<file path="config.mk">
export PLATFORM = sky130hd
export DESIGN_NAME = bg_layer
export DESIGN_NICKNAME = d
export VERILOG_FILES = /design/src/hdl/bg_layer_pkg.sv /design/src/hdl/scroll_counter.sv /design/src/hdl/tile_gfx_fetch.sv /design/src/hdl/planar_shifter.sv /design/src/hdl/pixel_attr_stage.sv /design/src/hdl/bg_layer.sv
export SDC_FILE = /design/constraint.sdc
export NUM_CORES = 1
export LEC_CHECK = 0
export BUFFER_PORTS_ARGS = -buffer_cell sky130_fd_sc_hd__buf_2
export CAP_MARGIN = 15
export CORE_MARGIN = 10
export CORE_UTILIZATION = 40
export DETAILED_ROUTE_END_ITERATION = 6
export PLACE_DENSITY_LB_ADDON = 0.08
export SETUP_SLACK_MARGIN = 0.3
export SYNTH_ARGS = -nofsm -noshare
export SYNTH_HDL_FRONTEND = slang
export SYNTH_SLANG_ARGS = --single-unit
</file>
<file path="constraint.sdc">
create_clock -name CLK_32M -period 4.5 [get_ports CLK_32M]
set_clock_uncertainty 0.2 [all_clocks]
set_input_delay 0.9 -clock CLK_32M [delete_from_list [all_inputs] [get_ports CLK_32M]]
set_output_delay 0.9 -clock CLK_32M [all_outputs]
set_load 0.01 [all_outputs]
</file>
<file path="src/hdl/bg_layer_pkg.sv">
/* Shared vector types, fetch FSM states and the tile word field
   and pixel phase constants of the background tile layer */

package bg_layer_pkg;

    // ==============================
    // Vector types
    // ==============================

    // Raw beam position from the video timing counters
    typedef logic [8:0]  beam_t;
    // Scroll offset, also used for the scrolled coordinates
    typedef logic [9:0]  scroll_t;
    // Word address into the tile-map RAM
    typedef logic [12:0] tile_idx_t;
    // One tile-map entry, code plus attributes
    typedef logic [31:0] tile_word_t;
    // Byte address into the graphics ROM in SDRAM
    typedef logic [20:0] gfx_addr_t;
    // One pixel row of a tile, one byte per bit plane
    typedef logic [31:0] gfx_row_t;
    // Colour index of one pixel
    typedef logic [3:0]  pix_t;
    // Palette number carried with each tile
    typedef logic [6:0]  pal_t;

    // Graphics fetch FSM, one outstanding ROM request at a time
    typedef enum logic [1:0] {
        IDLE,
        REQ,
        WAIT
    } fetch_state_t;

    // ==============================
    // Tile word fields
    // ==============================

    localparam int HFLIP_BIT = 25;
    localparam int VFLIP_BIT = 26;
    localparam int CP8_BIT   = 23;
    localparam int CP15_BIT  = 24;
    // Palette occupies the seven bits from here upwards
    localparam int PAL_LSB   = 16;

    // Pixel phase within a tile where each step happens
    localparam logic [2:0] PH_INDEX = 3'd0;
    localparam logic [2:0] PH_FETCH = 3'd2;
    localparam logic [2:0] PH_LOAD  = 3'd7;

endpackage

</file>
<file path="src/hdl/scroll_counter.sv">
/* Scrolled beam coordinates, pixel phase with screen flip,
   and the registered tile-map address */

`timescale 1ns/10ps

module scroll_counter (
    input  logic                    CLK_32M,
    input  logic                    rst_n,
    input  logic                    CE_PIX,
    input  logic                    NL,
    input  logic                    wide,
    input  bg_layer_pkg::beam_t     VE,
    input  bg_layer_pkg::beam_t     HE,
    input  bg_layer_pkg::scroll_t   v_adj,
    input  bg_layer_pkg::scroll_t   h_adj,
    output bg_layer_pkg::tile_idx_t tile_index,
    output logic [2:0]              phase,
    output logic [2:0]              row,
    output logic                    code_strobe
);

    import bg_layer_pkg::*;

    // Scrolled vertical and horizontal positions, both wrap at 10 bits
    scroll_t sv;
    scroll_t sh;

    // ==============================
    // Scrolled coordinates
    // ==============================

    assign sv = {1'b0, VE} + v_adj;

    // With the screen flipped the pixels inside a tile run backwards,
    // so only the low three bits of the horizontal sum are inverted
    assign sh = ({1'b0, HE} + h_adj) ^ {7'b0, {3{NL}}};

    // Position inside the current tile, horizontally and vertically
    assign phase = sh[2:0];
    assign row   = sv[2:0];

    // Marks the pixel where the graphics fetch for the new tile starts
    assign code_strobe = CE_PIX && (phase == PH_FETCH);

    // ==============================
    // Tile-map address
    // ==============================

    // The address is taken once per tile at the first pixel phase.
    // The wide map uses the extra horizontal bit, the narrow one
    // pads the top with zero and wraps after 64 columns
    always_ff @(posedge CLK_32M) begin
        if (!rst_n) begin
            tile_index <= '0;
        end else if (CE_PIX && (phase == PH_INDEX)) begin
            if (wide) begin
                tile_index <= {sv[8:3], sh[9:3]};
            end else begin
                tile_index <= {1'b0, sv[8:3], sh[8:3]};
            end
        end
    end

endmodule

</file>
<file path="src/hdl/tile_gfx_fetch.sv">
/* Graphics row fetch for one tile: ROM address build, SDRAM
   valid/ready request FSM, row capture and late-row flag */

`timescale 1ns/10ps

module tile_gfx_fetch (
    input  logic                     CLK_32M,
    input  logic                     rst_n,
    input  logic                     CE_PIX,
    input  logic [2:0]               phase,
    input  logic                     code_strobe,
    input  logic [2:0]               row,
    input  bg_layer_pkg::tile_word_t tile_data,
    output bg_layer_pkg::gfx_addr_t  sdr_addr,
    output logic                     sdr_req,
    input  logic                     sdr_ack,
    input  bg_layer_pkg::gfx_row_t   sdr_data,
    input  logic                     sdr_rdy,
    output bg_layer_pkg::gfx_row_t   rom_row,
    output logic                     load,
    output logic                     gfx_late
);

    import bg_layer_pkg::*;

    fetch_state_t state;
    // Set once the row for the current tile has been captured
    logic         fresh;
    // Row inside the tile after vertical flip
    logic [2:0]   rv;
    logic         start;

    assign rv    = row ^ {3{tile_data[VFLIP_BIT]}};
    assign start = (state == IDLE) && code_strobe;

    // Last pixel of the tile, the shifter and attributes take over here
    assign load = CE_PIX && (phase == PH_LOAD);

    // ==============================
    // Request FSM
    // ==============================

    always_ff @(posedge CLK_32M) begin
        if (!rst_n) begin
            state    <= IDLE;
            sdr_req  <= 1'b0;
            fresh    <= 1'b0;
            gfx_late <= 1'b0;
        end else begin
            case (state)
                IDLE: begin
                    if (code_strobe) begin
                        state   <= REQ;
                        sdr_req <= 1'b1;
                    end
                end
                // Request is held until the SDRAM side accepts it
                REQ: begin
                    if (sdr_ack) begin
                        state   <= WAIT;
                        sdr_req <= 1'b0;
                    end
                end
                WAIT: begin
                    if (sdr_rdy) begin
                        state <= IDLE;
                    end
                end
                default: begin
                    state <= IDLE;
                end
            endcase

            // A row arriving on the load pixel itself is already too late
            if ((state == WAIT) && sdr_rdy && !load) begin
                fresh <= 1'b1;
            end else if (load || start) begin
                fresh <= 1'b0;
            end

            // Late flag holds from the load until the next fetch starts
            if (code_strobe) begin
                gfx_late <= 1'b0;
            end else if (load && !fresh) begin
                gfx_late <= 1'b1;
            end
        end
    end

    // ROM address of the new tile and the row returned for it
    always_ff @(posedge CLK_32M) begin
        if (start) begin
            sdr_addr <= {tile_data[15:0], rv, 2'b00};
        end
        if ((state == WAIT) && sdr_rdy) begin
            rom_row <= sdr_data;
        end
    end

endmodule

</file>
<file path="src/hdl/planar_shifter.sv">
/* Planar to packed pixel conversion with forward and
   mirrored shift chains for the four bit planes */

`timescale 1ns/10ps

module planar_shifter (
    input  logic                   CLK_32M,
    input  logic                   CE_PIX,
    input  logic                   load,
    input  bg_layer_pkg::gfx_row_t rom_row,
    output bg_layer_pkg::pix_t     bits_fwd,
    output bg_layer_pkg::pix_t     bits_rev
);

    import bg_layer_pkg::*;

    // Byte p of the ROM row holds bit plane p of all eight pixels.
    // Leftmost pixel sits in the top bit of each byte
    logic [7:0] plane_fwd [4];
    logic [7:0] plane_rev [4];

    // ==============================
    // Shift chains
    // ==============================

    // The forward chain shifts towards the top bit and the mirrored
    // chain towards the bottom bit, so one of them always presents
    // the next pixel in the wanted order.
    // Load wins over shift on the last pixel of the previous tile
    always_ff @(posedge CLK_32M) begin
        for (int p = 0; p < 4; p++) begin
            if (load) begin
                plane_fwd[p] <= rom_row[8*p +: 8];
                plane_rev[p] <= rom_row[8*p +: 8];
            end else if (CE_PIX) begin
                plane_fwd[p] <= {plane_fwd[p][6:0], 1'b0};
                plane_rev[p] <= {1'b0, plane_rev[p][7:1]};
            end
        end
    end

    // ==============================
    // Pixel taps
    // ==============================

    // One bit from each plane forms the 4-bit colour index.
    // Plane 0 gives the least significant bit
    always_comb begin
        for (int p = 0; p < 4; p++) begin
            bits_fwd[p] = plane_fwd[p][7];
            bits_rev[p] = plane_rev[p][0];
        end
    end

endmodule

</file>
<file path="src/hdl/pixel_attr_stage.sv">
/* Per-tile attribute latch and the colour, priority and
   palette outputs of the layer */

`timescale 1ns/10ps

module pixel_attr_stage (
    input  logic                     CLK_32M,
    input  logic                     rst_n,
    input  logic                     load,
    input  bg_layer_pkg::tile_word_t tile_data,
    input  logic                     NL,
    input  logic                     enabled,
    input  bg_layer_pkg::pix_t       bits_fwd,
    input  bg_layer_pkg::pix_t       bits_rev,
    output bg_layer_pkg::pix_t       color,
    output logic                     prio,
    output bg_layer_pkg::pal_t       palette
);

    import bg_layer_pkg::*;

    logic cp8;
    logic cp15;
    logic hflip;
    // Cleared until the first tile reaches the shifter
    logic shown;
    pix_t pix_sel;

    // ==============================
    // Attribute latch
    // ==============================

    // Attributes are taken on the same pixel as the shifter load,
    // so colour and palette always describe the same tile
    always_ff @(posedge CLK_32M) begin
        if (!rst_n) begin
            palette <= '0;
            cp8     <= 1'b0;
            cp15    <= 1'b0;
            hflip   <= 1'b0;
            shown   <= 1'b0;
        end else if (load) begin
            palette <= tile_data[PAL_LSB +: $bits(pal_t)];
            cp8     <= tile_data[CP8_BIT];
            cp15    <= tile_data[CP15_BIT];
            hflip   <= tile_data[HFLIP_BIT];
            shown   <= 1'b1;
        end
    end

    // ==============================
    // Pixel outputs
    // ==============================

    // A flipped tile on a flipped screen reads forward again
    assign pix_sel = (hflip ^ NL) ? bits_rev : bits_fwd;

    assign color = (enabled && shown) ? pix_sel : '0;

    // CP15 tiles win over sprites on every opaque pixel,
    // CP8 tiles only on the upper half of the colour range
    always_comb begin
        if (cp15) begin
            prio = |color;
        end else if (cp8) begin
            prio = color[3];
        end else begin
            prio = 1'b0;
        end
    end

endmodule

</file>
<file path="src/hdl/bg_layer.sv">
/* Background tile layer top: scroll counter, graphics fetch,
   planar shifter and pixel attribute stage */

`timescale 1ns/10ps

module bg_layer (
    input  logic                     CLK_32M,
    input  logic                     rst_n,
    input  logic                     CE_PIX,
    input  logic                     NL,
    input  bg_layer_pkg::beam_t      VE,
    input  bg_layer_pkg::beam_t      HE,
    input  logic                     wide,
    input  bg_layer_pkg::scroll_t    v_adj,
    input  bg_layer_pkg::scroll_t    h_adj,
    input  bg_layer_pkg::tile_word_t tile_data,
    output bg_layer_pkg::tile_idx_t  tile_index,
    output logic                     prio,
    output bg_layer_pkg::pix_t       color,
    output bg_layer_pkg::pal_t       palette,
    input  bg_layer_pkg::gfx_row_t   sdr_data,
    output bg_layer_pkg::gfx_addr_t  sdr_addr,
    output logic                     sdr_req,
    input  logic                     sdr_ack,
    input  logic                     sdr_rdy,
    input  logic                     enabled,
    output logic                     gfx_late
);

    import bg_layer_pkg::*;

    logic [2:0] phase;
    logic [2:0] row;
    logic       code_strobe;
    logic       load;
    gfx_row_t   rom_row;
    pix_t       bits_fwd;
    pix_t       bits_rev;

    // ==============================
    // Tile pipeline
    // ==============================

    // Beam position to tile-map address and pixel phase
    scroll_counter i_scroll_counter (
        .CLK_32M     (CLK_32M),
        .rst_n       (rst_n),
        .CE_PIX      (CE_PIX),
        .NL          (NL),
        .wide        (wide),
        .VE          (VE),
        .HE          (HE),
        .v_adj       (v_adj),
        .h_adj       (h_adj),
        .tile_index  (tile_index),
        .phase       (phase),
        .row         (row),
        .code_strobe (code_strobe)
    );

    // Tile word to graphics row through the SDRAM port
    tile_gfx_fetch i_tile_gfx_fetch (
        .CLK_32M     (CLK_32M),
        .rst_n       (rst_n),
        .CE_PIX      (CE_PIX),
        .phase       (phase),
        .code_strobe (code_strobe),
        .row         (row),
        .tile_data   (tile_data),
        .sdr_addr    (sdr_addr),
        .sdr_req     (sdr_req),
        .sdr_ack     (sdr_ack),
        .sdr_data    (sdr_data),
        .sdr_rdy     (sdr_rdy),
        .rom_row     (rom_row),
        .load        (load),
        .gfx_late    (gfx_late)
    );

    planar_shifter i_planar_shifter (
        .CLK_32M  (CLK_32M),
        .CE_PIX   (CE_PIX),
        .load     (load),
        .rom_row  (rom_row),
        .bits_fwd (bits_fwd),
        .bits_rev (bits_rev)
    );

    // Final colour, priority and palette of the layer
    pixel_attr_stage i_pixel_attr_stage (
        .CLK_32M   (CLK_32M),
        .rst_n     (rst_n),
        .load      (load),
        .tile_data (tile_data),
        .NL        (NL),
        .enabled   (enabled),
        .bits_fwd  (bits_fwd),
        .bits_rev  (bits_rev),
        .color     (color),
        .prio      (prio),
        .palette   (palette)
    );

endmodule

</file>
==> reports/results.txt <==
Die area - 0.0215 sq mm
Clk Latency, worst-skew pair - 0.42 ns
Final Util - 0.504
Critical Path Sink Type - primary output
Mapped Area - 0.00640 sq mm
Min-delay worst type - reg2reg
Inst Count DP - 829
Power Dens Cells - 412 mW/mm^2
Die Y - 147 microns
Slew @ Worst Pin - 0.943 ns
Syn. warnings - 0
Logic pwr share - 0.113
Worst setup SP type - input port
Number of synthesized flops with an enable pin - 113
VDD IR max - 0.000246 V
Arrival time worst endpoint - 2.58 ns
Leak Pwr - 3.20 nW
Post_cts resized - 0
Worst Hold Launch - i_pixel_attr_stage.palette[0]
Post-synthesis sequential area ratio - 0.627
GRT Overall Usage - 0.131
Slack of the worst reg-to-reg path - 2.69 ns
First-pass GRT wire length - 22700 microns
Reg clk slew, reported paths - 0.06 ns
Slowest-stage cell, CP - xnor2_1
Core Area - 0.0158 sq mm
Largest stage delay, worst path - 0.55 ns
# rows - 46
Ys flop type - edfxtp_1
Max_cap viols - 0
Req. time, crit path - 3.40 ns
RSZ-0062 raised after global routing - no
Total stage count of the critical path - 7
Root Driver - clkbuf_16
CTS Hold Buffers Added - 0
Drt initial violations - 237
Final worst setup slack - 0.822 ns
RD Place Congestion - 0.813
R2r endpoint - i_tile_gfx_fetch.rom_row[5]
Largest net degree at the start of global routing - 62
Switch share - 0.236
Setup bufs post-CTS - 0
Drt via density - 4.92
Drt pass-1 iters - 4
Final slew viol count - 0
Internal - 2.50 mW
Yosys reg bits - 144
Final setup fails - 0
Setup WS pre-CTS - 0.804 ns
FF-to-FF Start - i_tile_gfx_fetch.state[1]
CTS H-tree lvls - 4
Post-route DRC - 0
Syn Area/Cell - 13.3 sq um
Initial antenna violation count - 0
Max Root-Sink Buffers - 2
Final min period - 3.68 ns
Placed wire-length estimate - 10000 microns
Clk sinks - 144
Clock power share - 0.420
ANT nets after route - 0
Vias - 4240
CP cell instances - buf_2 > xnor2_1 > mux2i_1 > nor2_1 > nor4_1 > nor2_1 > buf_2
CTS tree - built
Hold EP - i_pixel_attr_stage.palette[0]
Layout fillers - 1431
Tot Pwr - 3.28 mW
Grt ovf - 0
P_sw - 0.774 mW
Post-route cell area - 0.00795 sq mm
Inserted Clock Buffers - 17
FFs w/ async S/R, synth - 0
Final wirelength - 14000 microns
Synth unique cells - 54
Period utilisation layout - 0.817
Slew HR - 0.353
Chip width - 147 microns
Initial Util - 0.406
Area occupied by multi-input gates - 0.00223 sq mm
Cell family with most CP delay - XOR/XNOR gates
Worst Hold Depth - 2
Top Ports - 158
Fmax - 272 MHz
Status - finished clean
WP buf/inv - 2
Max FO, Critical Path - 7
Mapped Cells - 480
WL per Instance - 16.2 microns
Placed Area - 0.00736 sq mm
Seq. cell area - 0.00401 sq mm
Worst Hold Margin - 0.253 ns
Port buffer count - 149
Vias in the first global route - 4461
Fin cells - 862
Area Growth Syn to Fin - 24.1%
Final hold vios - 0
Worst R2R Path Depth - 1
Layout cells sized above 1 - 0.367
Share of power burned in registers - 0.468
Final TNS setup - 0 ns
Setup Crit Path Kind - in2out
Final net count - 761
-- cells in the final DEF (no fill, tap or decap), types with 4 or more instances in the layout --
cell and n:
o21ai_0 17, edfxtp_1 113, and2_1 7, nand3b_1 5, a211oi_1 4, mux2_2 31, a31oi_1 4, a21o_1 5
clkbuf_16 17, buf_2 148, nor3_1 4, ha_1 17, buf_4 4, a21boi_0 14, nor2_1 17, or3_1 4
mux2_4 14, nand3_1 22, o21a_1 4, a211o_1 4, clkinvlp_4 5, dfxtp_1 31, a21oi_1 28, nand2_1 42
xnor2_1 5, mux2i_1 7, xor2_1 6, inv_1 15
-- kinds of logic (layout without fill, tap and decap cells) --
kind of cell	after synthesis	count (layout)	synth area share
compound gates	97	97	0.0979
xor+xnor	12	12	0.0176
fa+ha+maj	19	19	0.0395
buf+inv	36	200	0.0270
flops	144	144	0.627
mux	52	52	0.0983
other cells	1	3	0.000585
simple gates	119	119	0.0926
-- tightest hold or removal path, stage by stage (launching register included) --
cell     delay (ns)
dfxtp_1        0.30
nand2_1        0.05
a21oi_1        0.05
-- power by group through the flow --
stage / combinational [mW] / sequential (mW) / clock, mW
floorplan: 0.247 / 1.57 / 0
global placement: 0.365 / 1.56 / 0
detailed placement: 0.373 / 1.56 / 0
CTS: 0.376 / 1.53 / 1.42
global route: 0.414 / 1.54 / 1.47
finish: 0.370 / 1.53 / 1.38
-- per-layer routing --
metal	vias up	global-route usage	routed length, microns
li1	2106	-	-
met1	1987	0.163	6420
met2	131	0.208	6500
met3	16	0.0380	813
met4	0	0.0566	236
met5	-	0	0
-- flip-flops by register name (all words and copies together), names as in the netlist, 2 cells and up --
name and flops:
i_scroll_counter.tile_index 13, i_pixel_attr_stage.palette 7, i_tile_gfx_fetch.rom_row 32, i_tile_gfx_fetch.state 2, i_tile_gfx_fetch.sdr_addr 19, i_planar_shifter.plane_fwd 32
i_planar_shifter.plane_rev 32
-- cell usage after synthesis (all sizes together), types with 2 or more instances --
cell / instances / area share
dfxtp: 31 / 0.097
a21oi: 28 / 0.022
clkbuf: 10 / 0.0059
o211ai: 3 / 0.0035
o31ai: 2 / 0.0023
a21o: 5 / 0.0059
a211oi: 4 / 0.0047
xor2: 6 / 0.0082
and3: 2 / 0.0027
nand2: 43 / 0.026
mux2i: 7 / 0.011
and2: 7 / 0.0068
o211a: 3 / 0.0047
a211o: 4 / 0.0055
ha: 17 / 0.033
inv: 15 / 0.0088
o21a: 4 / 0.0047
edfxtp: 113 / 0.53
nor3: 6 / 0.0055
nand3b: 5 / 0.0059
o21ai: 18 / 0.014
nor2: 18 / 0.012
xnor2: 6 / 0.0094
buf: 11 / 0.012
nor2b: 3 / 0.0029
or3: 4 / 0.0039
nand3: 22 / 0.017
a31oi: 4 / 0.0039
mux2: 45 / 0.087
fa: 2 / 0.0063
a21boi: 14 / 0.016
nor4: 3 / 0.0029
a2111oi: 2 / 0.0027
-- how the worst max path moves through the flow --
stage          start                             to  slack, ns
3_3_place_gp      NL                           prio       0.85
4_1_cts           NL                           prio       0.78
2_1_floorplan  HE[0]  i_tile_gfx_fetch.sdr_addr[10]       0.32
3_5_place_dp      NL                           prio       0.80
5_1_grt           NL                           prio       0.66
6_report          NL                           prio       0.82
-- layout make-up --
cell class | count | area share
timing repair buffer | 153 | 0.0995
clock buffer | 17 | 0.0535
clock inverter | 15 | 0.0203
multi-input combinational | 301 | 0.280
antenna | 1 | 0.000315
tap | 216 | 0.0340
sequential | 144 | 0.505
inverter | 15 | 0.00708
No activity file was read; power rests on OpenSTA's default activity.
